`config.mk`:
```
export PLATFORM = sky130hd
export DESIGN_NAME = ddr_pager
export DESIGN_NICKNAME = d
export VERILOG_FILES = /design/src/design/axi_burst_pkg.sv /design/src/design/page_track_pkg.sv /design/src/design/axi_write_engine.sv /design/src/design/axi_read_engine.sv /design/src/design/page_tracker.sv /design/src/design/ddr_pager.sv
export VERILOG_INCLUDE_DIRS = /design/src /design/src/design
export SDC_FILE = /design/constraint.sdc
export NUM_CORES = 1
export LEC_CHECK = 0
export BUFFER_PORTS_ARGS = -buffer_cell sky130_fd_sc_hd__buf_4
export CAP_MARGIN = 20
export CORE_AREA = 3 3 179 181
export CTS_BUF_LIST = sky130_fd_sc_hd__clkbuf_16
export CTS_CLUSTER_DIAMETER = 200
export DETAILED_ROUTE_END_ITERATION = 8
export DIE_AREA = 0 0 182 184
export PLACE_DENSITY = 0.74
export SETUP_SLACK_MARGIN = 0.15
export SLEW_MARGIN = 20
export SYNTH_ARGS = -nofsm -noshare
export SYNTH_HDL_FRONTEND = slang
export SYNTH_HIERARCHICAL = 1
export SYNTH_SLANG_ARGS = --single-unit
export TNS_END_PERCENT = 20
```
`constraint.sdc`:
```
create_clock -name sysclk_i -period 16.8 [get_ports sysclk_i]
set_input_delay 4.2 -clock sysclk_i [delete_from_list [all_inputs] [get_ports sysclk_i]]
set_output_delay 4.2 -clock sysclk_i [all_outputs]
set_load 0.1 [all_outputs]
```
`src/design/ddr_pager_cfg.svh`:
```
// build-time sizing for the DDR burst mover
// include wherever burst length, bus widths or page counter widths are needed
`ifndef DDR_PAGER_CFG_SVH
`define DDR_PAGER_CFG_SVH

// one burst moves one page
`define DDR_BURST_BEATS 16
`define DDR_BEAT_BYTES  8
// byte step between consecutive pages
`define DDR_PAGE_BYTES  ((`DDR_BURST_BEATS) * (`DDR_BEAT_BYTES))

`define DDR_ADDR_W      32
`define DDR_DATA_W      64
`define DDR_PAGE_CNT_W  32
`define DDR_OFFSET_W    20

`endif

```
`src/design/axi_burst_pkg.sv`:
```
// AXI bus vector types and channel state machines
// shared by the write engine, the read engine and the top level
`default_nettype none
`include "ddr_pager_cfg.svh"

package axi_burst_pkg;

   // byte address on the AXI bus
   typedef logic [`DDR_ADDR_W-1:0] axi_addr_t;
   // one data beat
   typedef logic [`DDR_DATA_W-1:0] axi_data_t;
   // beat index inside a burst
   typedef logic [7:0]             beat_cnt_t;

   // write side: address, data beats, then response
   typedef enum logic [1:0] {wr_idle, wr_addr, wr_data, wr_resp} wr_state_t;

   // read side: address, then data beats up to rlast
   typedef enum logic [1:0] {rd_idle, rd_addr, rd_data} rd_state_t;

endpackage

`default_nettype wire

```
`src/design/page_track_pkg.sv`:
```
// page bookkeeping types for the tracker, the engines and the top level
`default_nettype none
`include "ddr_pager_cfg.svh"

package page_track_pkg;

   // number of pages written or read
   typedef logic [`DDR_PAGE_CNT_W-1:0] page_cnt_t;

   // first page of the memory window
   typedef logic [`DDR_OFFSET_W-1:0]   mem_offset_t;

endpackage

`default_nettype wire

```
`src/design/axi_write_engine.sv`:
```
// AXI4 burst write engine, one page per write command
// the source FIFO head is the write data and pops on every accepted beat
`timescale 1ns/1ps
`default_nettype none
`include "ddr_pager_cfg.svh"

module axi_write_engine
   import axi_burst_pkg::*;
   import page_track_pkg::*;
(
   input  wire              sysclk_i,
   input  wire              reset,
   // command and tracker status
   input  wire              write_mem_i,
   input  wire              ddr_full_i,
   input  wire page_cnt_t   wr_page_i,
   input  wire mem_offset_t mem_start_i,
   // source FIFO, first word fall through
   input  wire              fifo_empty_i,
   input  wire axi_data_t   fifo_data_i,
   output logic             fifo_re_o,
   // AXI write address
   output axi_addr_t        awaddr_o,
   output logic             awvalid_o,
   input  wire              awready_i,
   // AXI write data
   output axi_data_t        wdata_o,
   output logic             wlast_o,
   output logic             wvalid_o,
   input  wire              wready_i,
   // AXI write response, bready tied high outside
   input  wire              bvalid_i,
   // strobes to the page tracker
   output logic             wr_start_o,
   output logic             wr_done_o
);

   wr_state_t state;
   beat_cnt_t beat_cnt;
   axi_addr_t page_sum;
   logic      accept;
   logic      last_beat;

   // command only taken when idle and memory has room
   assign accept    = (state == wr_idle) && write_mem_i && !ddr_full_i;
   assign last_beat = (beat_cnt == beat_cnt_t'(`DDR_BURST_BEATS - 1));
   // page index of this burst inside the whole memory
   assign page_sum  = axi_addr_t'(mem_start_i) + axi_addr_t'(wr_page_i);

   ////////////////////////////////////////////////////////////////////////////
   // data channel, straight from the FIFO head
   ////////////////////////////////////////////////////////////////////////////

   // an empty FIFO drops wvalid, no beat is lost
   assign wvalid_o   = (state == wr_data) && !fifo_empty_i;
   assign wdata_o    = fifo_data_i;
   assign wlast_o    = (state == wr_data) && last_beat;
   // pop exactly on the beat handshake
   assign fifo_re_o  = wvalid_o && wready_i;
   assign wr_start_o = accept;

   ////////////////////////////////////////////////////////////////////////////
   // burst sequencing
   ////////////////////////////////////////////////////////////////////////////

   always_ff @(posedge sysclk_i or posedge reset)
   begin
      if (reset)
      begin
         state     <= wr_idle;
         awvalid_o <= 1'b0;
         beat_cnt  <= '0;
         wr_done_o <= 1'b0;
      end
      else
      begin
         // done is a single cycle pulse
         wr_done_o <= 1'b0;
         case (state)
            wr_idle:
            begin
               if (accept)
               begin
                  awvalid_o <= 1'b1;
                  state     <= wr_addr;
               end
            end
            wr_addr:
            begin
               // hold awvalid until the slave takes it
               if (awready_i)
               begin
                  awvalid_o <= 1'b0;
                  beat_cnt  <= '0;
                  state     <= wr_data;
               end
            end
            wr_data:
            begin
               if (fifo_re_o)
               begin
                  beat_cnt <= beat_cnt + 1'b1;
                  if (last_beat)
                     state <= wr_resp;
               end
            end
            wr_resp:
            begin
               if (bvalid_i)
               begin
                  wr_done_o <= 1'b1;
                  state     <= wr_idle;
               end
            end
            default:
               state <= wr_idle;
         endcase
      end
   end

   // page address latched with the command
   always_ff @(posedge sysclk_i)
   begin
      if (accept)
         awaddr_o <= axi_addr_t'(page_sum * `DDR_PAGE_BYTES);
   end

endmodule

`default_nettype wire

```
`src/design/axi_read_engine.sv`:
```
// AXI4 burst read engine, one page per read command
// every returned beat is written into the sink FIFO one cycle later
`timescale 1ns/1ps
`default_nettype none
`include "ddr_pager_cfg.svh"

module axi_read_engine
   import axi_burst_pkg::*;
   import page_track_pkg::*;
(
   input  wire              sysclk_i,
   input  wire              reset,
   // command and page position
   input  wire              read_mem_i,
   input  wire page_cnt_t   rd_page_i,
   input  wire mem_offset_t mem_start_i,
   // AXI read address
   output axi_addr_t        araddr_o,
   output logic             arvalid_o,
   input  wire              arready_i,
   // AXI read data
   input  wire axi_data_t   rdata_i,
   input  wire              rlast_i,
   input  wire              rvalid_i,
   output logic             rready_o,
   // sink FIFO, never pushes back
   output axi_data_t        mem_data_o,
   output logic             mem_we_o,
   // strobes to the page tracker
   output logic             rd_start_o,
   output logic             rd_done_o
);

   rd_state_t state;
   axi_addr_t page_sum;
   logic      accept;
   logic      beat_in;

   // a command while busy is dropped
   assign accept     = (state == rd_idle) && read_mem_i;
   assign page_sum   = axi_addr_t'(mem_start_i) + axi_addr_t'(rd_page_i);
   // always ready during the data phase
   assign rready_o   = (state == rd_data);
   assign beat_in    = rready_o && rvalid_i;
   assign rd_start_o = accept;

   ////////////////////////////////////////////////////////////////////////////
   // burst sequencing
   ////////////////////////////////////////////////////////////////////////////

   always_ff @(posedge sysclk_i or posedge reset)
   begin
      if (reset)
      begin
         state     <= rd_idle;
         arvalid_o <= 1'b0;
         mem_we_o  <= 1'b0;
         rd_done_o <= 1'b0;
      end
      else
      begin
         // sink write follows each accepted beat
         mem_we_o  <= beat_in;
         rd_done_o <= 1'b0;
         case (state)
            rd_idle:
            begin
               if (accept)
               begin
                  arvalid_o <= 1'b1;
                  state     <= rd_addr;
               end
            end
            rd_addr:
            begin
               if (arready_i)
               begin
                  arvalid_o <= 1'b0;
                  state     <= rd_data;
               end
            end
            rd_data:
            begin
               // burst ends on the beat marked last
               if (beat_in && rlast_i)
               begin
                  rd_done_o <= 1'b1;
                  state     <= rd_idle;
               end
            end
            default:
               state <= rd_idle;
         endcase
      end
   end

   // address and sink data are plain payload
   always_ff @(posedge sysclk_i)
   begin
      if (accept)
         araddr_o <= axi_addr_t'(page_sum * `DDR_PAGE_BYTES);
      if (beat_in)
         mem_data_o <= rdata_i;
   end

endmodule

`default_nettype wire

```
`src/design/page_tracker.sv`:
```
// counts pages written and read, flags the last page and a full memory
// clears itself once the last written page has been read back
`timescale 1ns/1ps
`default_nettype none

module page_tracker
   import page_track_pkg::*;
(
   input  wire            sysclk_i,
   input  wire            reset,
   // pages to hold before memory counts as full
   input  wire page_cnt_t page_limit_i,
   // engine strobes
   input  wire            wr_start_i,
   input  wire            wr_done_i,
   input  wire            rd_start_i,
   input  wire            rd_done_i,
   // status
   output page_cnt_t      wr_pages_o,
   output page_cnt_t      rd_pages_o,
   output logic           last_write_o,
   output logic           ddr_full_o
);

   page_cnt_t wr_pages_d;
   logic      restart;

   // last written page has just been read back
   assign restart    = rd_done_i && (rd_pages_o == page_limit_i);
   // next write count, so last_write moves together with the count
   assign wr_pages_d = restart ? '0 : wr_pages_o + page_cnt_t'(wr_start_i);

   always_ff @(posedge sysclk_i or posedge reset)
   begin
      if (reset)
      begin
         wr_pages_o   <= '0;
         rd_pages_o   <= '0;
         last_write_o <= 1'b0;
         ddr_full_o   <= 1'b0;
      end
      else
      begin
         wr_pages_o   <= wr_pages_d;
         last_write_o <= (wr_pages_d == page_limit_i);
         // read count steps at the start of each read
         if (restart)
            rd_pages_o <= '0;
         else if (rd_start_i)
            rd_pages_o <= rd_pages_o + 1'b1;
         // full once the last page write has completed
         if (restart)
            ddr_full_o <= 1'b0;
         else if (wr_done_i && last_write_o)
            ddr_full_o <= 1'b1;
      end
   end

endmodule

`default_nettype wire

```
`src/design/ddr_pager.sv`:
```
// top level of the FIFO to DDR burst mover
// write and read engines run side by side, the tracker joins their strobes
`timescale 1ns/1ps
`default_nettype none

module ddr_pager
   import axi_burst_pkg::*;
   import page_track_pkg::*;
(
   input  wire              sysclk_i,
   input  wire              reset,
   // control
   input  wire              write_mem_i,
   input  wire              read_mem_i,
   input  wire mem_offset_t mem_start_i,
   input  wire page_cnt_t   page_limit_i,
   // status
   output logic             write_done_o,
   output logic             read_done_o,
   output logic             ddr_full_o,
   output logic             last_write_o,
   output page_cnt_t        wr_pages_o,
   output page_cnt_t        rd_pages_o,
   // source and sink FIFOs
   input  wire              fifo_empty_i,
   input  wire axi_data_t   fifo_data_i,
   output logic             fifo_re_o,
   output axi_data_t        mem_data_o,
   output logic             mem_we_o,
   // AXI write channels
   output axi_addr_t        awaddr_o,
   output logic             awvalid_o,
   input  wire              awready_i,
   output axi_data_t        wdata_o,
   output logic             wlast_o,
   output logic             wvalid_o,
   input  wire              wready_i,
   input  wire              bvalid_i,
   // AXI read channels
   output axi_addr_t        araddr_o,
   output logic             arvalid_o,
   input  wire              arready_i,
   input  wire axi_data_t   rdata_i,
   input  wire              rlast_i,
   input  wire              rvalid_i,
   output logic             rready_o
);

   // command accepted strobes into the tracker
   logic wr_start;
   logic rd_start;

   axi_write_engine u_write (
      .sysclk_i    (sysclk_i),
      .reset       (reset),
      .write_mem_i (write_mem_i),
      .ddr_full_i  (ddr_full_o),
      .wr_page_i   (wr_pages_o),
      .mem_start_i (mem_start_i),
      .fifo_empty_i(fifo_empty_i),
      .fifo_data_i (fifo_data_i),
      .fifo_re_o   (fifo_re_o),
      .awaddr_o    (awaddr_o),
      .awvalid_o   (awvalid_o),
      .awready_i   (awready_i),
      .wdata_o     (wdata_o),
      .wlast_o     (wlast_o),
      .wvalid_o    (wvalid_o),
      .wready_i    (wready_i),
      .bvalid_i    (bvalid_i),
      .wr_start_o  (wr_start),
      .wr_done_o   (write_done_o)
   );

   axi_read_engine u_read (
      .sysclk_i    (sysclk_i),
      .reset       (reset),
      .read_mem_i  (read_mem_i),
      .rd_page_i   (rd_pages_o),
      .mem_start_i (mem_start_i),
      .araddr_o    (araddr_o),
      .arvalid_o   (arvalid_o),
      .arready_i   (arready_i),
      .rdata_i     (rdata_i),
      .rlast_i     (rlast_i),
      .rvalid_i    (rvalid_i),
      .rready_o    (rready_o),
      .mem_data_o  (mem_data_o),
      .mem_we_o    (mem_we_o),
      .rd_start_o  (rd_start),
      .rd_done_o   (read_done_o)
   );

   // page counts feed back as the engines' page addresses
   page_tracker u_track (
      .sysclk_i    (sysclk_i),
      .reset       (reset),
      .page_limit_i(page_limit_i),
      .wr_start_i  (wr_start),
      .wr_done_i   (write_done_o),
      .rd_start_i  (rd_start),
      .rd_done_i   (read_done_o),
      .wr_pages_o  (wr_pages_o),
      .rd_pages_o  (rd_pages_o),
      .last_write_o(last_write_o),
      .ddr_full_o  (ddr_full_o)
   );

endmodule

`default_nettype wire

```
==> flow_summary.yaml, run 1 <==
status:
  outcome: "finished, final reports clean"
cts:
  clk_latency_ns: 0.45
  root_buffer: "clkbuf_16"
  post_cts_buffers: 0
  cts_buffers: 17
  cts-resized-gates: 0
  htreeDepth: 4
  cts_tree: "yes"
  hold_buffers: 0
  clk_pin_slew_worst_paths_ns: 0.07
  clk_path_buf_depth: 2
  cts.sinks: 197
timing:
  worst_pin_slew_ns: 0.983
  fmax_ghz: 0.110
  fin_crit_sh: 0.539
  finalSetupViolations: 0
  rsz0062_at_grt: "false"
  slew_headroom: 0.344
  finalMaxSlewViolations: 0
  finalHoldViolations: 0
  fin_worst_skew_ns: 0.0165
  fin_setup_tns_ns: 0
  whs_ns: 0.526
  period_needed_ns: 9.05
yosys:
  synth_area_per_cell_um2: 10.4
  synth_area_um2: 11600
  synth_cells: 1113
  yosysUniqueCellTypes: 88
  synth_edf_count: 114
  synth_seq_cells: 197
  synth_seq_area_share: 0.475
  synth_warnings: 6
  synthArstFlopShare: 0.421
  synthFlopType: "edfxtp_1"
placed_design:
  hpwl_um: 31000
  routabilityCongestion: 0.900
  port_buffers: 315
  placed_area_um2: 13900
worst_setup_path:
  critPathKind: "in2out"
  critPathBufInv: 3
  path_cells: "buf_4, nor2_1, nand2_1, inv_1, buf_4"
  critPathTopFamily: "buffers and inverters"
  cpMaxStageDelayCell: "buf_4"
  path_max_fanout: 2
  path_common_cell: "buf_4"
  setup.worst_path.start_class: "input port"
  critPathArrivalTime_ns: 4.85
  r2r-start: "u_write/state[0]$_DFFE_PP0P_"
  crit_start: "fifo_empty_i"
  max_stage_delay_ns: 0.28
  end_kind: "primary output"
  required_ns: 12.60
global_routing:
  grt_pass1_wl_um: 56900
  grtUsageTotal: 0.224
  grt_max_degree: 67
  antenna_found_initial: 2
  grt_pass1_vias: 9314
  overflow: 0
worst_hold_path:
  min_path_type: "reg2reg"
  hp-start: "u_read/state[1]$_DFFE_PP0P_"
routing:
  firstDrtPassIters: 5
  drcViolationCount: 0
  routedWlPerCell_um: 22.0
  drt_iter0_markers: 684
  wl_um: 39100
  ant_nets: 0
  vias: 9700
  via_per_inst: 5.45
pwr:
  power_mw: 1.61
  vdd_ir_drop_max_v: 0.0000706
  intPower_mw: 0.919
  leakagePower_nw: 6.47
  p_clk_frac: 0.261
  p_comb_frac: 0.356
  power.share.sequential: 0.383
  powerDensity_nw_per_um2: 112
  netSwitchingPower_mw: 0.692
  swShare: 0.429
finish:
  nFillCells: 2838
  drive_gt1_frac: 0.282
  final_common_cell: "buf_4"
  postLayoutCellArea_um2: 14400
  final_cell_mix: "buf_4, edfxtp_1, nor2_1, dfrtp_1"
  nets: 1609
  area_growth_pct: 24.8
die:
  dieArea_um2: 33500
  die_h_um: 184
  core_area_um2: 30600
  die_w_um: 182
  ios: 458
  start_util: 0.379
  core.rowCount: 64
run:
  cap_violations: 0
## worst reg2reg max path, stage by stage (launching register included)
cell and delay (ns):
dfrtp_1 0.41, inv_1 0.10, ha_1 0.19, nor3b_2 0.17, buf_4 0.38, ha_1 0.31
ha_1 0.24, nand4_1 0.21, nor3_2 0.51, nand4_1 0.20, xor2_1 0.36, o22ai_1 0.18
or4b_2 0.65, a21oi_1 0.17, o211a_1 0.15, and3_1 0.14
## cell type report
class | instances | area (um^2) | share of cell area
flip-flops and latches | 197 | 5500 | 0.381
inverters | 35 | 131 | 0.00909
clock inverters | 15 | 165 | 0.0114
clock buffers | 17 | 425 | 0.0294
diodes | 2 | 5.00 | 0.000346
well taps | 396 | 495 | 0.0343
multi-input cells | 797 | 5320 | 0.368
repair buffers | 320 | 2400 | 0.166
## cells in the mapped netlist, types with 12 or more instances
library cell / instances / share of area
edfxtp_1: 114 / 0.30
nor2_1: 111 / 0.036
dfrtp_1: 83 / 0.18
nand2_1: 81 / 0.026
xor2_1: 81 / 0.061
buf_4: 80 / 0.052
a21oi_1: 61 / 0.026
xnor2_1: 55 / 0.042
nand3_1: 49 / 0.021
ha_1: 48 / 0.052
inv_1: 35 / 0.011
o21ai_0: 32 / 0.014
nand4_1: 27 / 0.015
nor3_1: 23 / 0.0099
a21o_1: 17 / 0.011
and3_1: 17 / 0.0092
nor4_1: 12 / 0.0065
## sequential cells by signal, indices dropped and copies added, names as in the netlist, 2 cells and up
| name | count |
|---|---|
| u_read/araddr_o | 25 |
| u_read/mem_data_o | 64 |
| u_write/awaddr_o | 25 |
| u_track/rd_pages_o | 32 |
| u_write/state | 2 |
| u_track/wr_pages_o | 32 |
| u_write/beat_cnt | 8 |
| u_read/state | 2 |
## logic make-up after synthesis
group	after synthesis	synth area share
adder cells (fa/ha/maj)	50	0.0553
buffers and inverters	131	0.0708
AND/OR/NAND/NOR	385	0.168
multiplexers	4	0.00367
XOR/XNOR	137	0.104
flip-flops	197	0.475
AO/OA/AOI/OAI	207	0.122
other	2	0.000649
## path summary, 6_finish.rpt
check                           slack (ns)                                 end  depth (start not counted)
worst max-delay path                  7.75                           fifo_re_o                          5
worst min-delay path                  0.53         u_read/state[0]$_DFFE_PP0P_                          1
worst max register to register       12.39      u_track/last_write_o$_DFF_PP0_                         15
worst min register to register        0.53         u_read/state[0]$_DFFE_PP0P_                          1
max in group asynchronous            12.16  u_track/rd_pages_o[16]$_DFFE_PP0P_                          3
min in group asynchronous             3.73           u_read/mem_we_o$_DFF_PP0_                          2
## per-layer routing
layer	wire, um	global-route usage	vias to the layer above
met5	0	0	-
li1	-	-	4480
met4	2040	0.120	0
met3	3060	0.0467	121
met2	20000	0.405	497
met1	13900	0.248	4602
## metrics by stage
step                 util  worst slack [ns]  instances
floorplan               -              6.30       1125
global placement    0.453              7.75       1745
detailed placement  0.453              7.75       1745
CTS                 0.472              7.75       1777
global route        0.472              7.71       1779
finish              0.472              7.75       1779
## power groups by stage
stage	logic (mW)	clock network (mW)	registers, mW
after floorplan	0.233	0	0.894
after CTS	0.574	0.431	0.616
after global placement	0.565	0	0.624
final	0.574	0.420	0.617
after detailed placement	0.572	0	0.627
after global routing	0.601	0.451	0.622
Note: power is estimated with default switching activity, not from simulation.
==> run 2, diff against run 1 <==
- CORE_AREA: 3 3 179 181 -> 3 3 176 178
- DIE_AREA: 0 0 182 184 -> 0 0 179 181
- PLACE_DENSITY: 0.74 -> 0.76
- clock period: 16.8 -> 9.05 ns (I/O delays scaled with it)
==> flow_summary.yaml, run 2 (synthesis results as in run 1) <==
cts:
  clk_path_buf_depth: 2
  cts-resized-gates: 0
  clk_latency_ns: 0.44
  cts_buffers: 17
  post_cts_buffers: 0
  htreeDepth: 4
  root_buffer: "clkbuf_16"
  hold_buffers: 0
  cts_tree: "yes"
  cts.sinks: 197
  clk_pin_slew_worst_paths_ns: 0.08
die:
  core.rowCount: 63
  dieArea_um2: 32400
  core_area_um2: 29600
  ios: 458
  start_util: 0.392
  die_w_um: 179
  die_h_um: 181
global_routing:
  grtUsageTotal: 0.234
  grt_max_degree: 81
  grt_pass1_vias: 9064
  grt_pass1_wl_um: 56400
  overflow: 0
  antenna_found_initial: 1
timing:
  fin_ws_ns: 3.65
  slew_headroom: 0.389
  rsz0062_at_grt: "false"
  fmax_ghz: 0.185
  whs_ns: 0.528
  finalHoldViolations: 0
  finalMaxSlewViolations: 0
  worst_pin_slew_ns: 0.916
  fin_worst_skew_ns: 0.0135
  period_needed_ns: 5.40
  finalSetupViolations: 0
  fin_setup_tns_ns: 0
  fin_crit_sh: 0.597
finish:
  nFillCells: 2713
  nets: 1609
  fin_cells: 1771
  final_cell_mix: "buf_4, edfxtp_1, nor2_1, dfrtp_1"
  top_register: "u_read/mem_data_o"
  area_growth_pct: 24.8
  antenna_cells: 0
  multi_input_area_um2: 5320
  final_common_cell: "buf_4"
  register_area_um2: 5500
  reg.largest.list: "u_read/mem_data_o: 64 flops, u_track/rd_pages_o: 32 flops, u_track/wr_pages_o: 32 flops"
  drive_gt1_frac: 0.282
  largest_register_ffs: 64
pwr:
  vdd_ir_drop_max_v: 0.000125
  powerDensity_nw_per_um2: 207
  power_mw: 3.00
  leakagePower_nw: 6.48
placed_design:
  dp_cells: 1739
  hpwl_um: 31900
  port_buffers: 315
  place_ws_ns: 3.23
  routabilityCongestion: 0.930
worst_setup_path:
  path_cells: "buf_4, inv_1, nor3b_2, buf_4, ha_1, ha_1, nand4_1, nor3_2, nand4_1, xor2_1, o22ai_1, or4b_2, a21oi_1, o211a_1, and3_1"
  critPathTopFamily: "simple AND/OR/NAND/NOR gates"
  critPathKind: "in2reg"
  max_stage_delay_ns: 0.64
  r2r-start: "u_write/state[0]$_DFFE_PP0P_"
  critPathArrivalTime_ns: 5.79
  path_max_fanout: 27
  worstSetupPathDepth: 15
  setup.worst_path.start_class: "input port"
  end_kind: "flop"
  crit_start: "write_mem_i"
  rr_worst_depth: 15
  critPathBufInv: 3
  crit_end: "u_track/last_write_o$_DFF_PP0_"
  cpMaxStageDelayCell: "or4b_2"
  reg2reg_slack_ns: 4.83
  r2r_end: "u_track/last_write_o$_DFF_PP0_"
  required_ns: 9.44
worst_hold_path:
  min_path_type: "reg2reg"
routing:
  drt_iter0_markers: 735
  via_per_inst: 5.50
  drcViolationCount: 0
  wl_um: 39500
  firstDrtPassIters: 6
  routedWlPerCell_um: 22.3
  ant_nets: 0
  vias: 9745
status:
  outcome: "finished, final reports clean"
run:
  cap_violations: 0
==> run 2: area by class of cell <==
class	count	area share
well taps	390	0.0338
repair buffers	320	0.166
multi-input cells	797	0.368
clock inverters	15	0.0128
flip-flops and latches	197	0.381
inverters	35	0.00909
clock buffers	17	0.0294
==> run 2: routing by layer <==
metal	global-route usage	share of wire	vias to the layer above
met5	0	0	-
met4	0.0960	0.040	0
met3	0.0456	0.088	83
met2	0.428	0.52	500
met1	0.264	0.35	4682
li1	-	-	4480
==> run 2: how the worst min path moves through the flow <==
stage | start | to | slack, ns | depth (start not counted)
finish | u_read/state[1]$_DFFE_PP0P_ | u_read/state[0]$_DFFE_PP0P_ | 0.53 | 1
global route | u_read/state[1]$_DFFE_PP0P_ | u_read/state[0]$_DFFE_PP0P_ | 0.55 | 1
CTS | u_read/state[1]$_DFFE_PP0P_ | u_read/state[0]$_DFFE_PP0P_ | 0.53 | 1
detailed placement | u_read/state[1]$_DFFE_PP0P_ | u_read/state[0]$_DFFE_PP0P_ | 0.51 | 1
global placement | u_read/state[1]$_DFFE_PP0P_ | u_read/state[0]$_DFFE_PP0P_ | 0.50 | 1
floorplan | u_read/state[1]$_DFFE_PP0P_ | u_read/state[0]$_DFFE_PP0P_ | 0.45 | 1
==> run 2: worst reg2reg max path, stage by stage, from the launching register on <==
cell,delay (ns)
dfrtp_1,0.41
inv_1,0.12
ha_1,0.20
nor3b_2,0.17
buf_4,0.37
ha_1,0.32
ha_1,0.24
nand4_1,0.17
nor3_2,0.44
nand4_1,0.17
xor2_1,0.28
o22ai_1,0.15
or4b_2,0.64
a21oi_1,0.19
o211a_1,0.15
and3_1,0.15
==> run 2: per-stage QoR <==
stage | util | instance area (um^2)
3_3_place_gp | 0.468 | 13800
2_1_floorplan | - | 11600
3_5_place_dp | 0.468 | 13800
4_1_cts | 0.489 | 14500
6_report | 0.489 | 14500
5_1_grt | 0.489 | 14500
==> run 2: where the power goes <==
part | internal (mW) | switching [mW]
Sequential | 1.07 | 0.0755
Clock | 0.399 | 0.384
Combinational | 0.242 | 0.827
Total | 1.71 | 1.29
==> run 3, diff against run 2 <==
- CORE_AREA: 3 3 176 178 -> 3 3 175 177
- DIE_AREA: 0 0 179 181 -> 0 0 178 180
- PLACE_DENSITY: 0.76 -> 0.8
- clock period: 9.05 -> 4.5 ns (I/O delays scaled with it)
==> flow_summary.yaml, run 3 (synthesis results as in run 1) <==
timing:
  finalSetupViolations: 0
  whs_ns: 0.558
  period_needed_ns: 3.87
  fin_crit_sh: 0.861
  finalHoldViolations: 0
  worst_pin_slew_ns: 0.826
  finalMaxSlewViolations: 0
  rsz0062_at_grt: "false"
  slew_headroom: 0.449
  fin_worst_skew_ns: 0.0132
  fmax_ghz: 0.258
routing:
  routedWlPerCell_um: 22.3
  vias: 9754
  ant_nets: 0
  drt_iter0_markers: 788
  via_per_inst: 5.49
  firstDrtPassIters: 6
  wl_um: 39700
  drcViolationCount: 0
cts:
  cts-resized-gates: 0
  clk_path_buf_depth: 2
  cts_buffers: 17
  root_buffer: "clkbuf_16"
  cts.sinks: 197
  hold_buffers: 0
  clk_latency_ns: 0.45
  clk_pin_slew_worst_paths_ns: 0.08
  post_cts_buffers: 0
  htreeDepth: 4
  cts_tree: "yes"
worst_hold_path:
  min_path_type: "reg2reg"
global_routing:
  grt_max_degree: 45
  grt_pass1_vias: 9564
  antenna_found_initial: 0
  overflow: 0
  grtUsageTotal: 0.239
  grt_pass1_wl_um: 57700
finish:
  final_common_cell: "buf_4"
  final_cell_mix: "buf_4, edfxtp_1, nor2_1, dfrtp_1"
  area_growth_pct: 25.1
  top_register: "u_read/mem_data_o"
  drive_gt1_frac: 0.286
  fin_cells: 1777
  antenna_cells: 0
  reg.largest.list: "u_read/mem_data_o: 64 flops, u_track/rd_pages_o: 32 flops, u_track/wr_pages_o: 32 flops"
  largest_register_ffs: 64
  nets: 1615
  postLayoutCellArea_um2: 14500
die:
  die_h_um: 180
  core.rowCount: 63
  core_area_um2: 29400
  ios: 458
  start_util: 0.394
  die_w_um: 178
  dieArea_um2: 32000
pwr:
  powerDensity_nw_per_um2: 413
  power_mw: 5.99
  power.share.sequential: 0.381
  intPower_mw: 3.40
  netSwitchingPower_mw: 2.59
  swShare: 0.433
  p_comb_frac: 0.367
  p_clk_frac: 0.252
  leakagePower_nw: 6.50
  vdd_ir_drop_max_v: 0.000255
placed_design:
  dp_cells: 1745
  hpwl_um: 31900
  routabilityCongestion: 0.914
  placed_area_um2: 13900
  port_buffers: 315
worst_setup_path:
  end_kind: "flop"
  setup.worst_path.start_class: "input port"
  path_max_fanout: 5
  required_ns: 4.89
  critPathKind: "in2reg"
  critPathArrivalTime_ns: 4.26
run:
  cap_violations: 0
status:
  outcome: "finished, final reports clean"
## run 3: routing by layer
layer | vias to the layer above | track usage | share of wire
met4 | 0 | 0.107 | 0.037
met5 | - | 0 | 0
li1 | 4484 | - | -
met3 | 84 | 0.0549 | 0.086
met1 | 4638 | 0.268 | 0.36
met2 | 548 | 0.429 | 0.51
## run 3: worst max-delay path, cell delays in order
cell and delay (ns):
buf_4 0.08, inv_1 0.05, nor3b_4 0.26, ha_1 0.28, ha_1 0.25, and4_1 0.34
nand2_1 0.10, xor2_1 0.34, o22a_1 0.21, nor2_1 0.04, a2111oi_0 0.38, nand4_1 0.16
a2111oi_0 0.42, and3_1 0.21
## run 3: metrics by stage
step / util / worst slack [ns] / TNS, ns
after floorplan: - / -0.511 / -0.511
after global placement: 0.473 / 0.283 / 0
after detailed placement: 0.473 / 0.245 / 0
after CTS: 0.493 / 0.706 / 0
after global routing: 0.493 / 0.427 / 0
final: 0.493 / 0.627 / 0
## run 3: layout make-up
type	instances	area, um^2
Fill cell	2674	14900
Timing Repair Buffer	326	2460
Tap cell	390	488
Inverter	35	131
Clock buffer	17	425
Sequential cell	197	5500
Multi-Input combinational cell	797	5330
Clock inverter	15	151
## run 3: path summary, 6_finish.rpt
check | start | endpoint | slack, ns | depth (start not counted)
max | write_mem_i | u_track/last_write_o$_DFF_PP0_ | 0.63 | 14
min reg2reg | u_write/awvalid_o$_DFFE_PP0P_ | u_write/awvalid_o$_DFFE_PP0P_ | 0.56 | 2
max reg2reg | u_write/state[0]$_DFFE_PP0P_ | u_track/last_write_o$_DFF_PP0_ | 0.70 | 14
max in group asynchronous | reset | u_track/wr_pages_o[9]$_DFF_PP0_ | 2.67 | 3
min in group asynchronous | reset | u_read/mem_we_o$_DFF_PP0_ | 0.64 | 2
min | u_write/awvalid_o$_DFFE_PP0P_ | u_write/awvalid_o$_DFFE_PP0P_ | 0.56 | 2
## run 3: power by group through the flow
| stage | Sequential [mW] | Combinational, mW | Clock [mW] |
|---|---|---|---|
| after global routing | 2.30 | 2.30 | 1.63 |
| after detailed placement | 2.32 | 2.19 | 0 |
| after global placement | 2.32 | 2.17 | 0 |
| after CTS | 2.28 | 2.20 | 1.55 |
| after floorplan | 3.34 | 0.871 | 0 |
| final | 2.28 | 2.20 | 1.51 |
